[src/common/smpc_pkg.sv]
package smpc_pkg;

	typedef logic [7:0]  byte_t;
	typedef logic [7:0]  bcd_t;
	typedef logic [15:0] year_t;
	typedef logic [5:0]  addr_t;
	typedef logic [4:0]  oreg_addr_t;
	typedef logic [15:0] wait_t;

	localparam int         IREG_COUNT = 7;
	localparam oreg_addr_t OREG_LAST  = 5'd31; // Holds the echoed command

	// Host byte addresses, always odd on the bus
	localparam logic [6:0] ADDR_IREG0      = 7'h01;
	localparam logic [6:0] ADDR_COMREG     = 7'h1F;
	localparam logic [6:0] ADDR_OREG_FIRST = 7'h21;
	localparam logic [6:0] ADDR_OREG_LAST  = 7'h5F;
	localparam logic [6:0] ADDR_SR         = 7'h61;
	localparam logic [6:0] ADDR_SF         = 7'h63;

	localparam byte_t CMD_MSHON   = 8'h00;
	localparam byte_t CMD_SSHON   = 8'h02;
	localparam byte_t CMD_SSHOFF  = 8'h03;
	localparam byte_t CMD_SNDON   = 8'h06;
	localparam byte_t CMD_SNDOFF  = 8'h07;
	localparam byte_t CMD_CDON    = 8'h08;
	localparam byte_t CMD_CDOFF   = 8'h09;
	localparam byte_t CMD_INTBACK = 8'h10;
	localparam byte_t CMD_SETTIME = 8'h16;
	localparam byte_t CMD_NMIREQ  = 8'h18;
	localparam byte_t CMD_RESENAB = 8'h19;
	localparam byte_t CMD_RESDISA = 8'h1A;

	// Counted in enabled cycles
	localparam wait_t WAIT_ACCEPT  = 16'd90;
	localparam wait_t WAIT_LINE    = 16'd120;
	localparam wait_t WAIT_CD      = 16'd159;
	localparam wait_t WAIT_NMI     = 16'd127;
	localparam wait_t WAIT_SETTIME = 16'd279;
	localparam wait_t WAIT_INTBACK = 16'd800;

	localparam byte_t INTBACK_KEY = 8'hF0; // Required in input register 2

	typedef enum logic [2:0] {
		IDLE,
		WAIT,
		COMMAND,
		EXEC,
		STATUS,
		END
	} cmd_state_t;

	localparam year_t RTC_YEAR_INIT      = 16'h2024;
	localparam bcd_t  RTC_DAY_MONTH_INIT = 8'h01; // Weekday 0, January
	localparam bcd_t  RTC_DAYS_INIT      = 8'h01;
	localparam bcd_t  RTC_TIME_INIT      = 8'h00;

endpackage
[src/verilog/smpc_top.sv]
`timescale 1ns/1ns

module smpc_top #(
	parameter int TICKS_PER_SEC = 4000000
) (
	input  logic              CLK,
	input  logic              RST_N,
	input  logic              ce,
	input  logic              mres_n,
	input  logic              time_set,
	input  logic [3:0]        ac,
	input  smpc_pkg::addr_t   a,
	input  smpc_pkg::byte_t   din,
	output smpc_pkg::byte_t   dout,
	input  logic              cs_n,
	input  logic              rw_n,
	output logic              msh_res_n,
	output logic              msh_nmi_n,
	output logic              ssh_res_n,
	output logic              ssh_nmi_n,
	output logic              sys_res_n,
	output logic              snd_res_n,
	output logic              cd_res_n,
	output logic              mirq_n
);

	smpc_pkg::byte_t      ireg [smpc_pkg::IREG_COUNT];
	smpc_pkg::byte_t      comreg;
	logic                 cmd_strobe;
	logic                 sf_clear;
	logic                 status_done;
	logic                 rtc_load;
	smpc_pkg::oreg_addr_t oreg_ra;
	smpc_pkg::byte_t      oreg_q;
	logic                 oreg_we;
	smpc_pkg::oreg_addr_t oreg_wa;
	smpc_pkg::byte_t      oreg_wd;
	smpc_pkg::bcd_t       sec;
	smpc_pkg::bcd_t       min;
	smpc_pkg::bcd_t       hour;
	smpc_pkg::bcd_t       days;
	smpc_pkg::bcd_t       day_month;
	smpc_pkg::year_t      year;

	smpc_host_regs u_host_regs (
		.CLK         (CLK),
		.RST_N       (RST_N),
		.mres_n      (mres_n),
		.a           (a),
		.din         (din),
		.dout        (dout),
		.cs_n        (cs_n),
		.rw_n        (rw_n),
		.oreg_ra     (oreg_ra),
		.oreg_q      (oreg_q),
		.ireg        (ireg),
		.comreg      (comreg),
		.cmd_strobe  (cmd_strobe),
		.sf_clear    (sf_clear),
		.status_done (status_done)
	);

	smpc_cmd_seq u_cmd_seq (
		.CLK         (CLK),
		.RST_N       (RST_N),
		.ce          (ce),
		.mres_n      (mres_n),
		.time_set    (time_set),
		.ac          (ac),
		.cmd_strobe  (cmd_strobe),
		.comreg      (comreg),
		.ireg        (ireg),
		.sec         (sec),
		.min         (min),
		.hour        (hour),
		.days        (days),
		.day_month   (day_month),
		.year        (year),
		.msh_res_n   (msh_res_n),
		.msh_nmi_n   (msh_nmi_n),
		.ssh_res_n   (ssh_res_n),
		.ssh_nmi_n   (ssh_nmi_n),
		.sys_res_n   (sys_res_n),
		.snd_res_n   (snd_res_n),
		.cd_res_n    (cd_res_n),
		.mirq_n      (mirq_n),
		.oreg_we     (oreg_we),
		.oreg_wa     (oreg_wa),
		.oreg_wd     (oreg_wd),
		.sf_clear    (sf_clear),
		.status_done (status_done),
		.rtc_load    (rtc_load)
	);

	smpc_rtc #(
		.TICKS_PER_SEC (TICKS_PER_SEC)
	) u_rtc (
		.CLK       (CLK),
		.RST_N     (RST_N),
		.ce        (ce),
		.rtc_load  (rtc_load),
		.ireg      (ireg),
		.sec       (sec),
		.min       (min),
		.hour      (hour),
		.days      (days),
		.day_month (day_month),
		.year      (year)
	);

	smpc_oreg_ram u_oreg_ram (
		.CLK (CLK),
		.we  (oreg_we),
		.wa  (oreg_wa),
		.wd  (oreg_wd),
		.ra  (oreg_ra),
		.q   (oreg_q)
	);

endmodule

[src/rtc/smpc_rtc.sv]
`timescale 1ns/1ns

module smpc_rtc #(
	parameter int TICKS_PER_SEC = 4000000
) (
	input  logic            CLK,
	input  logic            RST_N,
	input  logic            ce,
	input  logic            rtc_load,
	input  smpc_pkg::byte_t ireg [smpc_pkg::IREG_COUNT],
	output smpc_pkg::bcd_t  sec,
	output smpc_pkg::bcd_t  min,
	output smpc_pkg::bcd_t  hour,
	output smpc_pkg::bcd_t  days,
	output smpc_pkg::bcd_t  day_month,
	output smpc_pkg::year_t year
);

	localparam int CNT_W = $clog2(TICKS_PER_SEC + 1);

	logic [CNT_W-1:0] tick_cnt;
	logic             sec_tick;
	logic             min_tick;
	logic             hour_tick;
	logic             day_tick;
	logic             mon_tick;
	logic             year_tick;

	function automatic smpc_pkg::bcd_t bcd_inc(smpc_pkg::bcd_t v);
		if (v[3:0] == 4'd9)
			return {v[7:4] + 4'd1, 4'd0};
		return v + 8'd1;
	endfunction

	function automatic smpc_pkg::bcd_t month_last(logic [3:0] month);
		case (month)
			4'd2:                    return 8'h28;
			4'd4, 4'd6, 4'd9, 4'd11: return 8'h30;
			default:                 return 8'h31;
		endcase
	endfunction

	function automatic smpc_pkg::year_t year_inc(smpc_pkg::year_t y);
		smpc_pkg::bcd_t hi;
		smpc_pkg::bcd_t lo;
		hi = y[15:8];
		lo = y[7:0];
		if (lo == 8'h99) begin
			lo = 8'h00;
			hi = (hi == 8'h99) ? 8'h00 : bcd_inc(hi);
		end else
			lo = bcd_inc(lo);
		return {hi, lo};
	endfunction

	always_ff @(posedge CLK or negedge RST_N) begin
		if (!RST_N) begin
			tick_cnt  <= '0;
			sec_tick  <= 1'b0;
			min_tick  <= 1'b0;
			hour_tick <= 1'b0;
			day_tick  <= 1'b0;
			mon_tick  <= 1'b0;
			year_tick <= 1'b0;
			sec       <= smpc_pkg::RTC_TIME_INIT;
			min       <= smpc_pkg::RTC_TIME_INIT;
			hour      <= smpc_pkg::RTC_TIME_INIT;
			days      <= smpc_pkg::RTC_DAYS_INIT;
			day_month <= smpc_pkg::RTC_DAY_MONTH_INIT;
			year      <= smpc_pkg::RTC_YEAR_INIT;
		end else if (rtc_load) begin
			tick_cnt  <= '0; // Restart the second on a new time
			sec_tick  <= 1'b0;
			min_tick  <= 1'b0;
			hour_tick <= 1'b0;
			day_tick  <= 1'b0;
			mon_tick  <= 1'b0;
			year_tick <= 1'b0;
			sec       <= ireg[6];
			min       <= ireg[5];
			hour      <= ireg[4];
			days      <= ireg[3];
			day_month <= ireg[2];
			year      <= {ireg[0], ireg[1]};
		end else if (ce) begin
			sec_tick  <= 1'b0;
			min_tick  <= 1'b0;
			hour_tick <= 1'b0;
			day_tick  <= 1'b0;
			mon_tick  <= 1'b0;
			year_tick <= 1'b0;

			if (tick_cnt == CNT_W'(TICKS_PER_SEC - 1)) begin
				tick_cnt <= '0;
				sec_tick <= 1'b1;
			end else
				tick_cnt <= tick_cnt + 1'b1;

			// Each carry reaches the next field one cycle later
			if (sec_tick) begin
				sec <= (sec == 8'h59) ? 8'h00 : bcd_inc(sec);
				min_tick <= (sec == 8'h59);
			end
			if (min_tick) begin
				min <= (min == 8'h59) ? 8'h00 : bcd_inc(min);
				hour_tick <= (min == 8'h59);
			end
			if (hour_tick) begin
				hour <= (hour == 8'h23) ? 8'h00 : bcd_inc(hour);
				day_tick <= (hour == 8'h23);
			end
			if (day_tick) begin
				if (days == month_last(day_month[3:0])) begin
					days     <= 8'h01;
					mon_tick <= 1'b1;
				end else
					days <= bcd_inc(days);
			end
			if (mon_tick) begin
				if (day_month[3:0] == 4'd12) begin // Month nibble is binary
					day_month[3:0] <= 4'd1;
					year_tick      <= 1'b1;
				end else
					day_month[3:0] <= day_month[3:0] + 4'd1;
			end
			if (year_tick)
				year <= year_inc(year);
		end
	end

endmodule

[src/command/smpc_cmd_seq.sv]
`timescale 1ns/1ns

module smpc_cmd_seq (
	input  logic                 CLK,
	input  logic                 RST_N,
	input  logic                 ce,
	input  logic                 mres_n,
	input  logic                 time_set,
	input  logic [3:0]           ac,
	input  logic                 cmd_strobe,
	input  smpc_pkg::byte_t      comreg,
	input  smpc_pkg::byte_t      ireg [smpc_pkg::IREG_COUNT],
	input  smpc_pkg::bcd_t       sec,
	input  smpc_pkg::bcd_t       min,
	input  smpc_pkg::bcd_t       hour,
	input  smpc_pkg::bcd_t       days,
	input  smpc_pkg::bcd_t       day_month,
	input  smpc_pkg::year_t      year,
	output logic                 msh_res_n,
	output logic                 msh_nmi_n,
	output logic                 ssh_res_n,
	output logic                 ssh_nmi_n,
	output logic                 sys_res_n,
	output logic                 snd_res_n,
	output logic                 cd_res_n,
	output logic                 mirq_n,
	output logic                 oreg_we,
	output smpc_pkg::oreg_addr_t oreg_wa,
	output smpc_pkg::byte_t      oreg_wd,
	output logic                 sf_clear,
	output logic                 status_done,
	output logic                 rtc_load
);

	smpc_pkg::cmd_state_t state;
	smpc_pkg::cmd_state_t next_state;
	smpc_pkg::wait_t      wait_cnt;
	smpc_pkg::oreg_addr_t oreg_cnt;
	smpc_pkg::byte_t      status_byte;
	logic                 pending;
	logic                 status_req;
	logic                 resd;
	logic                 ste;

	always_comb begin
		case (oreg_cnt)
			5'd0:  status_byte = {ste, resd, 6'b000000};
			5'd1:  status_byte = year[15:8];
			5'd2:  status_byte = year[7:0];
			5'd3:  status_byte = day_month;
			5'd4:  status_byte = days;
			5'd5:  status_byte = hour;
			5'd6:  status_byte = min;
			5'd7:  status_byte = sec;
			5'd9:  status_byte = {4'b0000, ac};
			// Dot select fixed at 320
			5'd10: status_byte = {2'b00, 2'b11, ~msh_nmi_n, 1'b1, ~sys_res_n, ~snd_res_n};
			5'd11: status_byte = {1'b0, ~cd_res_n, 6'b000000};
			5'd31: status_byte = comreg;
			default: status_byte = '0;
		endcase
	end

	always_ff @(posedge CLK or negedge RST_N) begin
		if (!RST_N) begin
			state       <= smpc_pkg::IDLE;
			next_state  <= smpc_pkg::IDLE;
			wait_cnt    <= '0;
			oreg_cnt    <= '0;
			pending     <= 1'b0;
			status_req  <= 1'b0;
			msh_res_n   <= 1'b0;
			msh_nmi_n   <= 1'b0;
			ssh_res_n   <= 1'b0;
			ssh_nmi_n   <= 1'b0;
			sys_res_n   <= 1'b0;
			snd_res_n   <= 1'b0;
			cd_res_n    <= 1'b0;
			mirq_n      <= 1'b1;
			resd        <= 1'b1;
			ste         <= 1'b0;
			oreg_we     <= 1'b0;
			oreg_wa     <= '0;
			oreg_wd     <= '0;
			sf_clear    <= 1'b0;
			status_done <= 1'b0;
			rtc_load    <= 1'b0;
		end else begin
			oreg_we     <= 1'b0;
			sf_clear    <= 1'b0;
			status_done <= 1'b0;
			rtc_load    <= 1'b0;

			if (!mres_n) begin
				msh_res_n  <= 1'b1;
				msh_nmi_n  <= 1'b1;
				ssh_res_n  <= 1'b0;
				ssh_nmi_n  <= 1'b1;
				sys_res_n  <= 1'b1;
				snd_res_n  <= 1'b0;
				cd_res_n   <= 1'b1;
				mirq_n     <= 1'b1;
				resd       <= 1'b1;
				ste        <= time_set;
				state      <= smpc_pkg::IDLE;
				pending    <= 1'b0;
				status_req <= 1'b0;
			end else if (ce) begin
				case (state)
					smpc_pkg::IDLE: begin
						if (pending) begin
							pending    <= 1'b0;
							wait_cnt   <= smpc_pkg::WAIT_ACCEPT;
							next_state <= smpc_pkg::COMMAND;
							state      <= smpc_pkg::WAIT;
						end
					end

					smpc_pkg::WAIT: begin
						if (wait_cnt == '0)
							state <= next_state;
						else
							wait_cnt <= wait_cnt - 16'd1;
					end

					smpc_pkg::COMMAND: begin
						next_state <= smpc_pkg::EXEC;
						state      <= smpc_pkg::WAIT;
						status_req <= 1'b0;
						case (comreg)
							smpc_pkg::CMD_MSHON, smpc_pkg::CMD_SSHON, smpc_pkg::CMD_SSHOFF,
							smpc_pkg::CMD_SNDON, smpc_pkg::CMD_SNDOFF:
								wait_cnt <= smpc_pkg::WAIT_LINE;
							smpc_pkg::CMD_CDON, smpc_pkg::CMD_CDOFF:
								wait_cnt <= smpc_pkg::WAIT_CD;
							smpc_pkg::CMD_NMIREQ, smpc_pkg::CMD_RESENAB, smpc_pkg::CMD_RESDISA:
								wait_cnt <= smpc_pkg::WAIT_NMI;
							smpc_pkg::CMD_SETTIME:
								wait_cnt <= smpc_pkg::WAIT_SETTIME;
							smpc_pkg::CMD_INTBACK: begin
								if (ireg[2] == smpc_pkg::INTBACK_KEY && ireg[0][0]) begin
									wait_cnt   <= smpc_pkg::WAIT_INTBACK;
									status_req <= 1'b1;
								end else
									state <= smpc_pkg::EXEC; // Echo only
							end
							default: state <= smpc_pkg::EXEC;
						endcase
					end

					smpc_pkg::EXEC: begin
						oreg_we <= 1'b1;
						oreg_wa <= smpc_pkg::OREG_LAST;
						oreg_wd <= comreg;
						state   <= smpc_pkg::END;
						case (comreg)
							smpc_pkg::CMD_MSHON: begin
								msh_res_n <= 1'b1;
								msh_nmi_n <= 1'b1;
							end
							smpc_pkg::CMD_SSHON: begin
								ssh_res_n <= 1'b1;
								ssh_nmi_n <= 1'b1;
							end
							smpc_pkg::CMD_SSHOFF: begin
								ssh_res_n <= 1'b0;
								ssh_nmi_n <= 1'b1;
							end
							smpc_pkg::CMD_SNDON:   snd_res_n <= 1'b1;
							smpc_pkg::CMD_SNDOFF:  snd_res_n <= 1'b0;
							smpc_pkg::CMD_CDON:    cd_res_n  <= 1'b1;
							smpc_pkg::CMD_CDOFF:   cd_res_n  <= 1'b0;
							smpc_pkg::CMD_NMIREQ:  msh_nmi_n <= 1'b0;
							smpc_pkg::CMD_RESENAB: resd      <= 1'b0;
							smpc_pkg::CMD_RESDISA: resd      <= 1'b1;
							smpc_pkg::CMD_SETTIME: begin
								rtc_load <= 1'b1;
								ste      <= 1'b1;
							end
							smpc_pkg::CMD_INTBACK: begin
								if (status_req) begin
									oreg_cnt <= '0;
									state    <= smpc_pkg::STATUS;
								end
							end
							default: ;
						endcase
					end

					smpc_pkg::STATUS: begin
						oreg_we  <= 1'b1;
						oreg_wa  <= oreg_cnt;
						oreg_wd  <= status_byte;
						oreg_cnt <= oreg_cnt + 5'd1;
						if (oreg_cnt == smpc_pkg::OREG_LAST) begin
							mirq_n      <= 1'b0; // Low for the END cycle
							status_done <= 1'b1;
							state       <= smpc_pkg::END;
						end
					end

					smpc_pkg::END: begin
						sf_clear <= 1'b1;
						mirq_n   <= 1'b1;
						if (comreg == smpc_pkg::CMD_NMIREQ)
							msh_nmi_n <= 1'b1;
						state <= smpc_pkg::IDLE;
					end

					default: state <= smpc_pkg::IDLE;
				endcase
			end

			if (cmd_strobe && mres_n)
				pending <= 1'b1; // Runs once back in IDLE
		end
	end

endmodule

[src/verilog/smpc_host_regs.sv]
`timescale 1ns/1ns

module smpc_host_regs (
	input  logic                 CLK,
	input  logic                 RST_N,
	input  logic                 mres_n,
	input  smpc_pkg::addr_t      a,
	input  smpc_pkg::byte_t      din,
	output smpc_pkg::byte_t      dout,
	input  logic                 cs_n,
	input  logic                 rw_n,
	output smpc_pkg::oreg_addr_t oreg_ra,
	input  smpc_pkg::byte_t      oreg_q,
	output smpc_pkg::byte_t      ireg [smpc_pkg::IREG_COUNT],
	output smpc_pkg::byte_t      comreg,
	output logic                 cmd_strobe,
	input  logic                 sf_clear,
	input  logic                 status_done
);

	logic            rw_n_old;
	logic            cs_n_old;
	logic            wr_hit;
	logic            rd_hit;
	logic [6:0]      byte_addr;
	smpc_pkg::addr_t ra_word;
	logic            sf;
	logic [1:0]      sr_top;
	smpc_pkg::byte_t sr;
	smpc_pkg::byte_t rd_data;

	assign byte_addr = {a, 1'b1};
	assign wr_hit    = !rw_n && rw_n_old && !cs_n; // Falling RW_N inside a select
	assign rd_hit    = !cs_n && cs_n_old && rw_n;

	// OREG window starts at word 0x10
	assign ra_word = a - smpc_pkg::addr_t'(smpc_pkg::ADDR_OREG_FIRST >> 1);
	assign oreg_ra = ra_word[4:0];

	assign sr = {sr_top, 2'b00, ireg[1][7:4]};

	always_comb begin
		rd_data = '0;
		if (byte_addr >= smpc_pkg::ADDR_OREG_FIRST && byte_addr <= smpc_pkg::ADDR_OREG_LAST)
			rd_data = oreg_q;
		else if (byte_addr == smpc_pkg::ADDR_SR)
			rd_data = sr;
		else if (byte_addr == smpc_pkg::ADDR_SF)
			rd_data = {7'b1111000, sf};
	end

	always_ff @(posedge CLK or negedge RST_N) begin
		if (!RST_N) begin
			rw_n_old   <= 1'b1;
			cs_n_old   <= 1'b1;
			for (int i = 0; i < smpc_pkg::IREG_COUNT; i++)
				ireg[i] <= '0;
			comreg     <= '0;
			cmd_strobe <= 1'b0;
			sf         <= 1'b0;
			sr_top     <= 2'b00;
			dout       <= '0;
		end else begin
			rw_n_old   <= rw_n;
			cs_n_old   <= cs_n;
			cmd_strobe <= 1'b0;

			if (!mres_n)
				sr_top <= 2'b00;
			else if (status_done)
				sr_top <= 2'b01; // Status data ready

			if (sf_clear)
				sf <= 1'b0;

			if (wr_hit) begin
				if (byte_addr >= smpc_pkg::ADDR_IREG0 &&
				    byte_addr < smpc_pkg::ADDR_IREG0 + 7'(2 * smpc_pkg::IREG_COUNT))
					ireg[a[2:0]] <= din;
				else if (byte_addr == smpc_pkg::ADDR_COMREG) begin
					comreg     <= din;
					cmd_strobe <= 1'b1;
					sf         <= 1'b1;
				end else if (byte_addr == smpc_pkg::ADDR_SF && din[0])
					sf <= 1'b1;
			end

			if (rd_hit)
				dout <= rd_data; // Held until the next read
		end
	end

endmodule

[src/verilog/smpc_oreg_ram.sv]
`timescale 1ns/1ns

module smpc_oreg_ram (
	input  logic                 CLK,
	input  logic                 we,
	input  smpc_pkg::oreg_addr_t wa,
	input  smpc_pkg::byte_t      wd,
	input  smpc_pkg::oreg_addr_t ra,
	output smpc_pkg::byte_t      q
);

	smpc_pkg::byte_t mem [32];

	always_ff @(posedge CLK) begin
		if (we)
			mem[wa] <= wd;
	end

	assign q = mem[ra]; // Asynchronous read port

endmodule

[config.mk]
export PLATFORM = sky130hd
export DESIGN_NAME = smpc_top
export DESIGN_NICKNAME = d
export VERILOG_FILES = /design/src/common/smpc_pkg.sv /design/src/verilog/smpc_top.sv /design/src/rtc/smpc_rtc.sv /design/src/command/smpc_cmd_seq.sv /design/src/verilog/smpc_host_regs.sv /design/src/verilog/smpc_oreg_ram.sv
export SDC_FILE = /design/constraint.sdc
export NUM_CORES = 1
export LEC_CHECK = 0
export CORE_MARGIN = 2
export CORE_UTILIZATION = 49
export CTS_CLUSTER_DIAMETER = 80
export DETAILED_ROUTE_END_ITERATION = 7
export DONT_BUFFER_PORTS = 1
export PLACE_DENSITY = 0.74
export SYNTH_ARGS = -nofsm -noshare
export SYNTH_HDL_FRONTEND = slang
export SYNTH_SLANG_ARGS = --single-unit
export TNS_END_PERCENT = 20
[constraint.sdc]
create_clock -name CLK -period 2.9 [get_ports CLK]
set_clock_uncertainty 0.15 [all_clocks]
set_input_delay 0.725 -clock CLK [delete_from_list [all_inputs] [get_ports CLK]]
set_output_delay 0.725 -clock CLK [all_outputs]
set_load 0.01 [all_outputs]
; Yosys cells after proc, flatten, opt, wreduce, memory -nomap -nowiden
; Memory sizes are Yosys's and may differ from the RTL's.
; Index checks and enable logic that the tools add are counted.
[totals]
regBits = 218
ram_bits = 256
inputBits = 25
output_inout_bits = 16
elab_cells = 409
n_memories = 1
[classes]
add_sub_neg = 17
n_lt_le_gt_ge = 6
n_eq_ne = 76
mux = 193
bitwise_logic = 6
reduce_logical = 59
[memory_table]
columns = memory, depth, width, rd, rd_clocked_by_memory_dff, write_ports, line_no
row1 = u_oreg_ram.mem, 32, 8, 1, 0, 1, smpc_oreg_ram.sv:12  ; smpc_pkg::byte_t mem [32];
[ops]
columns = cell, n
row1 = 8-bit 2-to-1 mux, 38
row2 = 1-bit 2-to-1 mux, 111
row3 = 16-bit 2-to-1 mux, 6
row4 = 8-bit case mux with 12 select lines, 1
row5 = 16-bit case mux with 5 select lines, 1
row6 = 22-bit 2-to-1 mux, 3
row7 = 56-bit bitwise mux, 1
row8 = 8-bit by 1-bit adder with 8-bit output (second input constant), 6
row9 = 16-bit case mux with 3 select lines, 1
row10 = 8-bit by 5-bit equality test with 1-bit output (second input constant), 5
row11 = 4-bit equality test (second input constant), 9
row12 = 3-bit AND reduction, 11
row13 = 5-bit case mux with 2 select lines, 3
row14 = 4-bit by 1-bit adder with 4-bit output (second input constant), 7
row15 = 8-bit demux with 3-bit select, 1
row16 = 8-bit equality test (second input constant), 3
row17 = 22-bit by 1-bit adder with 22-bit output (second input constant), 1
row18 = 22-bit equality test (second input constant), 1
row19 = 3-bit 2-to-1 mux, 7
row20 = 3-bit by 1-bit != test with 1-bit output (second input constant), 7
row21 = 5-bit by 3-bit equality test with 1-bit output (second input constant), 4
row22 = 2-bit nonzero test, 10
row23 = 3-bit by 2-bit != test with 1-bit output (second input constant), 6
row24 = 2-bit AND reduction, 9
row25 = other kinds (54), 105

; Longest topological paths before layout
[depth]
depth_word = 16
depth_mapped = 9
mapped_depth_nobuf = 9

; Modules after synthesis
; From an unflattened synthesis, not the netlist that was laid out.
[hier_totals]
cells_unflattened = 1647
area_unflattened_um2 = 22132.5
[by_module_without_submodules]
columns = module, instances, cells_per_inst, area_per_inst_um2, seq_area_each_um2
row1 = smpc_oreg_ram, 1, 409, 9893.2, 7687.4
row2 = smpc_rtc, 1, 587, 5323.9, 2108.3
row3 = smpc_cmd_seq, 1, 438, 3731.1, 1378.8
row4 = smpc_host_regs, 1, 213, 3184.3, 1929.4

; Worst setup path before layout
; No wires, ideal clock.
[synth_path]
path_kind = in2reg
start = in a[4]
end = reg u_host_regs.dout[7]
setup_time_ps = 65
arrival_ps = 2333
required_time_ps = 2685
path_slack_ps = 351
path_stages = 7
n_path_buf = 2
cell_sequence = clkbuf_1 > inv_1 > ha_1 > clkbuf_1 > nand2_1 > a2111oi_0 > a2111o_1
[synth_via]
elab_chain_len = 4
word_cells_on_any_way = 10
cone_classes = add/sub (1) / order compare (2) / eq/ne (2) / mux (3) / reduce/logical (1) / memory (1)
[synth_rtl]
columns = item, line_no
row1 = start: declaration, smpc_top.sv:12  ; input smpc_pkg::addr_t a,
row2 = "parallel branches: the longest is 3 deep, another holds memory 32 x 8 bit", --
row3 = 8-bit 2-to-1 mux *, smpc_host_regs.sv:44  ; if (byte_addr >= smpc_pkg::ADDR_OREG_FIRST && byte_addr <= smpc_pkg::ADDR_OREG_LAST)
row4 = end signal: assignment, smpc_host_regs.sv:89  ; dout <= rd_data;
row5 = end: declaration, smpc_host_regs.sv:9  ; output smpc_pkg::byte_t dout,
; Every way passes the cells marked *.
; A chain may end at the register's enable or synchronous reset.

; Worst setup path after layout
[layout_path]
start = reg u_rtc.day_month[0]
end = reg u_rtc.days[5]
[layout_via]
elab_chain_len = 11
word_cells_on_any_way = 15
cone_classes = eq/ne (6) / mux (8) / reduce/logical (1)
[layout_rtl]
columns = item, line_no
row1 = start: declaration, smpc_rtc.sv:15  ; output smpc_pkg::bcd_t day_month,
row2 = start signal: assignment, smpc_rtc.sv:69  ; day_month <= smpc_pkg::RTC_DAY_MONTH_INIT;
row3 = start signal: assignment, smpc_rtc.sv:83  ; day_month <= ireg[2];
row4 = start signal: assignment, smpc_rtc.sv:124  ; day_month[3:0] <= day_month[3:0] + 4'd1;
row5 = 4-bit by 3-bit equality test with 1-bit output / 4-bit equality test (equally long branches), smpc_rtc.sv:36  ; case (month)
row6 = 4-bit OR reduction, smpc_rtc.sv:36
row7 = 5-bit case mux with 2 select lines *, smpc_rtc.sv:36
row8 = 8-bit 2-to-1 mux *, smpc_rtc.sv:112  ; if (day_tick) begin
row9 = 8-bit 2-to-1 mux *, smpc_rtc.sv:85  ; end else if (ce) begin
row10 = 8-bit 2-to-1 mux *, smpc_rtc.sv:71  ; end else if (rtc_load) begin
row11 = 8-bit equality test *, smpc_rtc.sv:113  ; if (days == month_last(day_month[3:0])) begin
row12 = 8-bit 2-to-1 mux *, smpc_rtc.sv:113
row13 = 8-bit 2-to-1 mux *, smpc_rtc.sv:112
row14 = 8-bit 2-to-1 mux *, smpc_rtc.sv:85
row15 = 8-bit 2-to-1 mux *, smpc_rtc.sv:71
row16 = end signal: assignment, smpc_rtc.sv:68  ; days <= smpc_pkg::RTC_DAYS_INIT;
row17 = end signal: assignment, smpc_rtc.sv:82  ; days <= ireg[3];
row18 = end signal: assignment, smpc_rtc.sv:117  ; days <= bcd_inc(days);
row19 = end: declaration, smpc_rtc.sv:14  ; output smpc_pkg::bcd_t days,
; Every way passes the cells marked *; elsewhere a longest branch is shown, timed or not. The select of a mux whose other input is x is not followed.

==> summary.md <==
| Metric | Value |
|---|---|
| First-pass GRT wire length | 88500 µm |
| DIE WIDTH | 216 µm |
| Critical path type | reg -> reg |
| Type of origin of the critical path | flip-flop |
| Setup violations, final | 0 |
| Most frequent cells in the layout | 256 x edfxtp_1, 206 x dfrtp_1, 154 x nand2_1 |
| Crit path cell chain | inv_1 -> ha_1 -> a21oi_1 -> o221ai_1 -> a2111oi_2 -> nand3b_1 -> a211oi_1 -> a221o_1 |
| Mapped cell area | 0.0220 mm² |
| Commonest non-fill, non-tap cell in the layout | edfxtp_1 |
| CP arrival | 2890 ps |
| Hold_buf cts | 3 |
| TritonCTS Sinks | 472 |
| Syn_nets | 1816 |
| Cells after Synth | 1754 |
| Critical path's slowest cell | dfstp_2 |
| Total Routed Length | 56700 µm |
| EDFF count, synth | 256 |
| Drt pass-1 iters | 6 |
| Die H | 216 µm |
| Nets@finish | 1864 |
| Die area | 0.0466 mm² |
| Hold Vio Cnt, Final | 216 |
| Total number of vias | 15300 |
| Leakage | 9.36 nW |
| Final Cycle Share | 87.9% |
| Failing checks | hold timing |
| Critical path data required time | 3240 ps |
| RSZ-0062 raised after global routing | no |
| Overall Global Routing Usage | 24.6% |
| Port Buffer Count | 0 |
| Synthesis-to-finish area growth | 12.0% |
| Clock Latency Late Sink | 610 ps |
| Status | complete, but fails checks |
| Post-route insts no fill | 2433 |
| Number of diodes | 0 |
| Synth Warn # | 0 |
| Max stage delay on crit path | 570 ps |
| Hold crit path type | in -> async |
| Rows | 77 |
| Post-place setup slack | 220 ps |
| # Post-CTS Setup Buffers | 0 |
| Vias in the first global route | 15300 |
| Max frequency | 392 MHz |
| Final setup TNS | 0 ps |
| Post-Place Cells | 2339 |
| Detailed Place HPWL | 36900 µm |
| Worst-case hold slack | -334 ps |
| Routability Congestion | 0.915 |
| Tmin final | 2550 ps |
| Power per Cell Area | 583 mW/mm² |
| Post-synth ARST share | 45.8% |
| Critical path endpoint category | flip-flop |
| #FFs+latches synth | 472 |
| Relative slew margins | 21.0% |
| Distinct cell type count after synthesis | 96 |
| Reg clk slew, reported paths | 60 ps |
| H-tree depth | 2 |
| Routed len/inst | 23.3 µm |
| CTS tree | yes |
| Maxcap violations | 0 |
| Final core utilization | 55.7% |
| TritonCTS buffer count | 50 |
| Crit path max fanout | 6 |
| Gr ovfl total | 0 |
| Layout cells sized above 1 | 16.6% |
| Most common flop cell mapped by yosys | edfxtp_1 |
| Initial antenna violation count | 0 |
| Largest net degree at the start of global routing | 217 |
| Max IR drop VDD | 0.491 mV |
| Worst Max-Slew Pin Slew | 1190 ps |
| Vias/cell | 6.28 |
| CORE AREA | 0.0442 mm² |
| I/O Pins | 41 |
| Post-route ant nets | 0 |
| Max Slew Vio Count | 0 |
| Clock root buffer | clkbuf_16 |
| 1st-iter DRT viols | 1663 |
| Syn_area_per_cell | 12.5 µm² |
| R2R setup slack | 350 ps |
| Post-route setup slack | 351 ps |
| Register area share after synthesis | 59.6% |
| DR DRC count | 0 |
| Initial cell density of the core | 49.7% |
| Post_cts resized | 0 |
| Clock Path Buffers | 3 |
-- metal layers --
metal / vias to the layer above / global-route usage, % / share of wire, %
li1: 6814 / - / -
met1: 7644 / 32.6 / 40
met2: 712 / 39.4 / 47
met3: 109 / 5.41 / 8.6
met4: 0 / 10.4 / 3.6
met5: - / 0 / 0
-- registers in the layout, summed over array words and instances, names as in the netlist, 2 cells and up --
signal                cells
u_cmd_seq.next_state      2
u_cmd_seq.oreg_cnt        5
u_cmd_seq.oreg_wa         5
u_cmd_seq.oreg_wd         8
u_cmd_seq.state           3
u_cmd_seq.wait_cnt       16
u_host_regs.comreg        8
u_host_regs.dout          8
u_host_regs.ireg         56
u_oreg_ram.mem          256
u_rtc.day_month           8
u_rtc.days                8
u_rtc.hour                8
u_rtc.min                 8
u_rtc.sec                 8
u_rtc.tick_cnt           22
u_rtc.year               16
-- synth_stat cells (all sizes together), types with 6 or more instances --
cell type | n | area, µm²
edfxtp | 256 | 7690
dfrtp | 207 | 5180
nand2 | 154 | 578
nor2 | 138 | 518
o21ai | 90 | 454
a21oi | 89 | 445
mux2 | 73 | 822
mux2i | 50 | 500
clkbuf | 48 | 181
inv | 48 | 180
mux4 | 45 | 1010
a22oi | 43 | 323
nand3 | 42 | 215
ha | 37 | 463
buf | 35 | 184
nor3 | 34 | 186
a31oi | 20 | 125
nand2b | 19 | 119
a221o | 18 | 180
nor2b | 17 | 106
nand4 | 16 | 100
nand3b | 15 | 113
nor3b | 15 | 118
and3 | 14 | 87.6
o31ai | 14 | 110
o22ai | 13 | 81.3
nor4 | 12 | 126
or3 | 12 | 80.1
xnor2 | 12 | 105
a211o | 10 | 87.6
a211oi | 10 | 75.1
dfstp | 9 | 236
xor2 | 9 | 78.8
and2 | 8 | 50.1
o221ai | 8 | 70.1
a221oi | 7 | 67.6
a32oi | 7 | 61.3
or3b | 7 | 61.3
a222oi | 6 | 60.1
-- cell type report --
| type | count | area, µm² |
|---|---|---|
| inverters | 50 | 188 |
| multi-input cells | 1149 | 8340 |
| clock inverters | 28 | 293 |
| repair buffers | 79 | 626 |
| flip-flops and latches | 472 | 13100 |
| clock buffers | 63 | 1340 |
| well taps | 592 | 741 |
| fillers | 3530 | 19600 |
-- cells by family (layout without fill, tap and decap cells) --
kind of cell / after synthesis / after routing / share of synthesized area [%]
xor gates and xnor gates: 21 / 21 / 0.836
and+or+nand+nor: 523 / 523 / 11.9
DFF: 472 / 472 / 59.6
adders and majority gates: 38 / 38 / 2.15
buffers and inverters: 133 / 220 / 2.51
AOI/OAI and AO/OA: 399 / 399 / 12.4
muxes: 168 / 168 / 10.6
-- power by group --
group	switching, mW	internal, mW
Sequential	0.187	7.22
Clock	2.73	3.66
Combinational	0.312	0.266
-- worst paths after layout --
check / cells after the start / start / end
max reg2reg: 8 / u_rtc.day_month[0]$_DFFE_PN1P_ / u_rtc.days[5]$_DFFE_PN0P_
min: 0 / RST_N / u_host_regs.ireg[26]$_DFFE_PN0P_
min in group CLK: 1 / mres_n / u_cmd_seq.mirq_n$_DFFE_PN1P_
min reg2reg: 1 / u_cmd_seq.sf_clear$_DFF_PN0_ / u_host_regs.sf$_DFF_PN0_
max: 8 / u_rtc.day_month[0]$_DFFE_PN1P_ / u_rtc.days[5]$_DFFE_PN0P_
max in group asynchronous: 0 / RST_N / u_rtc.year[2]$_DFFE_PN1P_
-- through the flow --
stage,instance area (µm²),power [mW]
after floorplan,22000,7.95
after detailed placement,23000,8.10
after global placement,23000,8.07
after global routing,24600,14.8
after CTS,24600,14.5
final,24600,14.4
-- worst max-delay path, delay by kind of cell (launching register included) --
family	cells	cell delay, ps
AND/OR/NAND/NOR	1	260
flip-flops	1	570
adder cells (fa/ha/maj)	1	230
buffers and inverters	1	90
AO/OA/AOI/OAI	5	1130
Power figures use the tool's default switching activity.
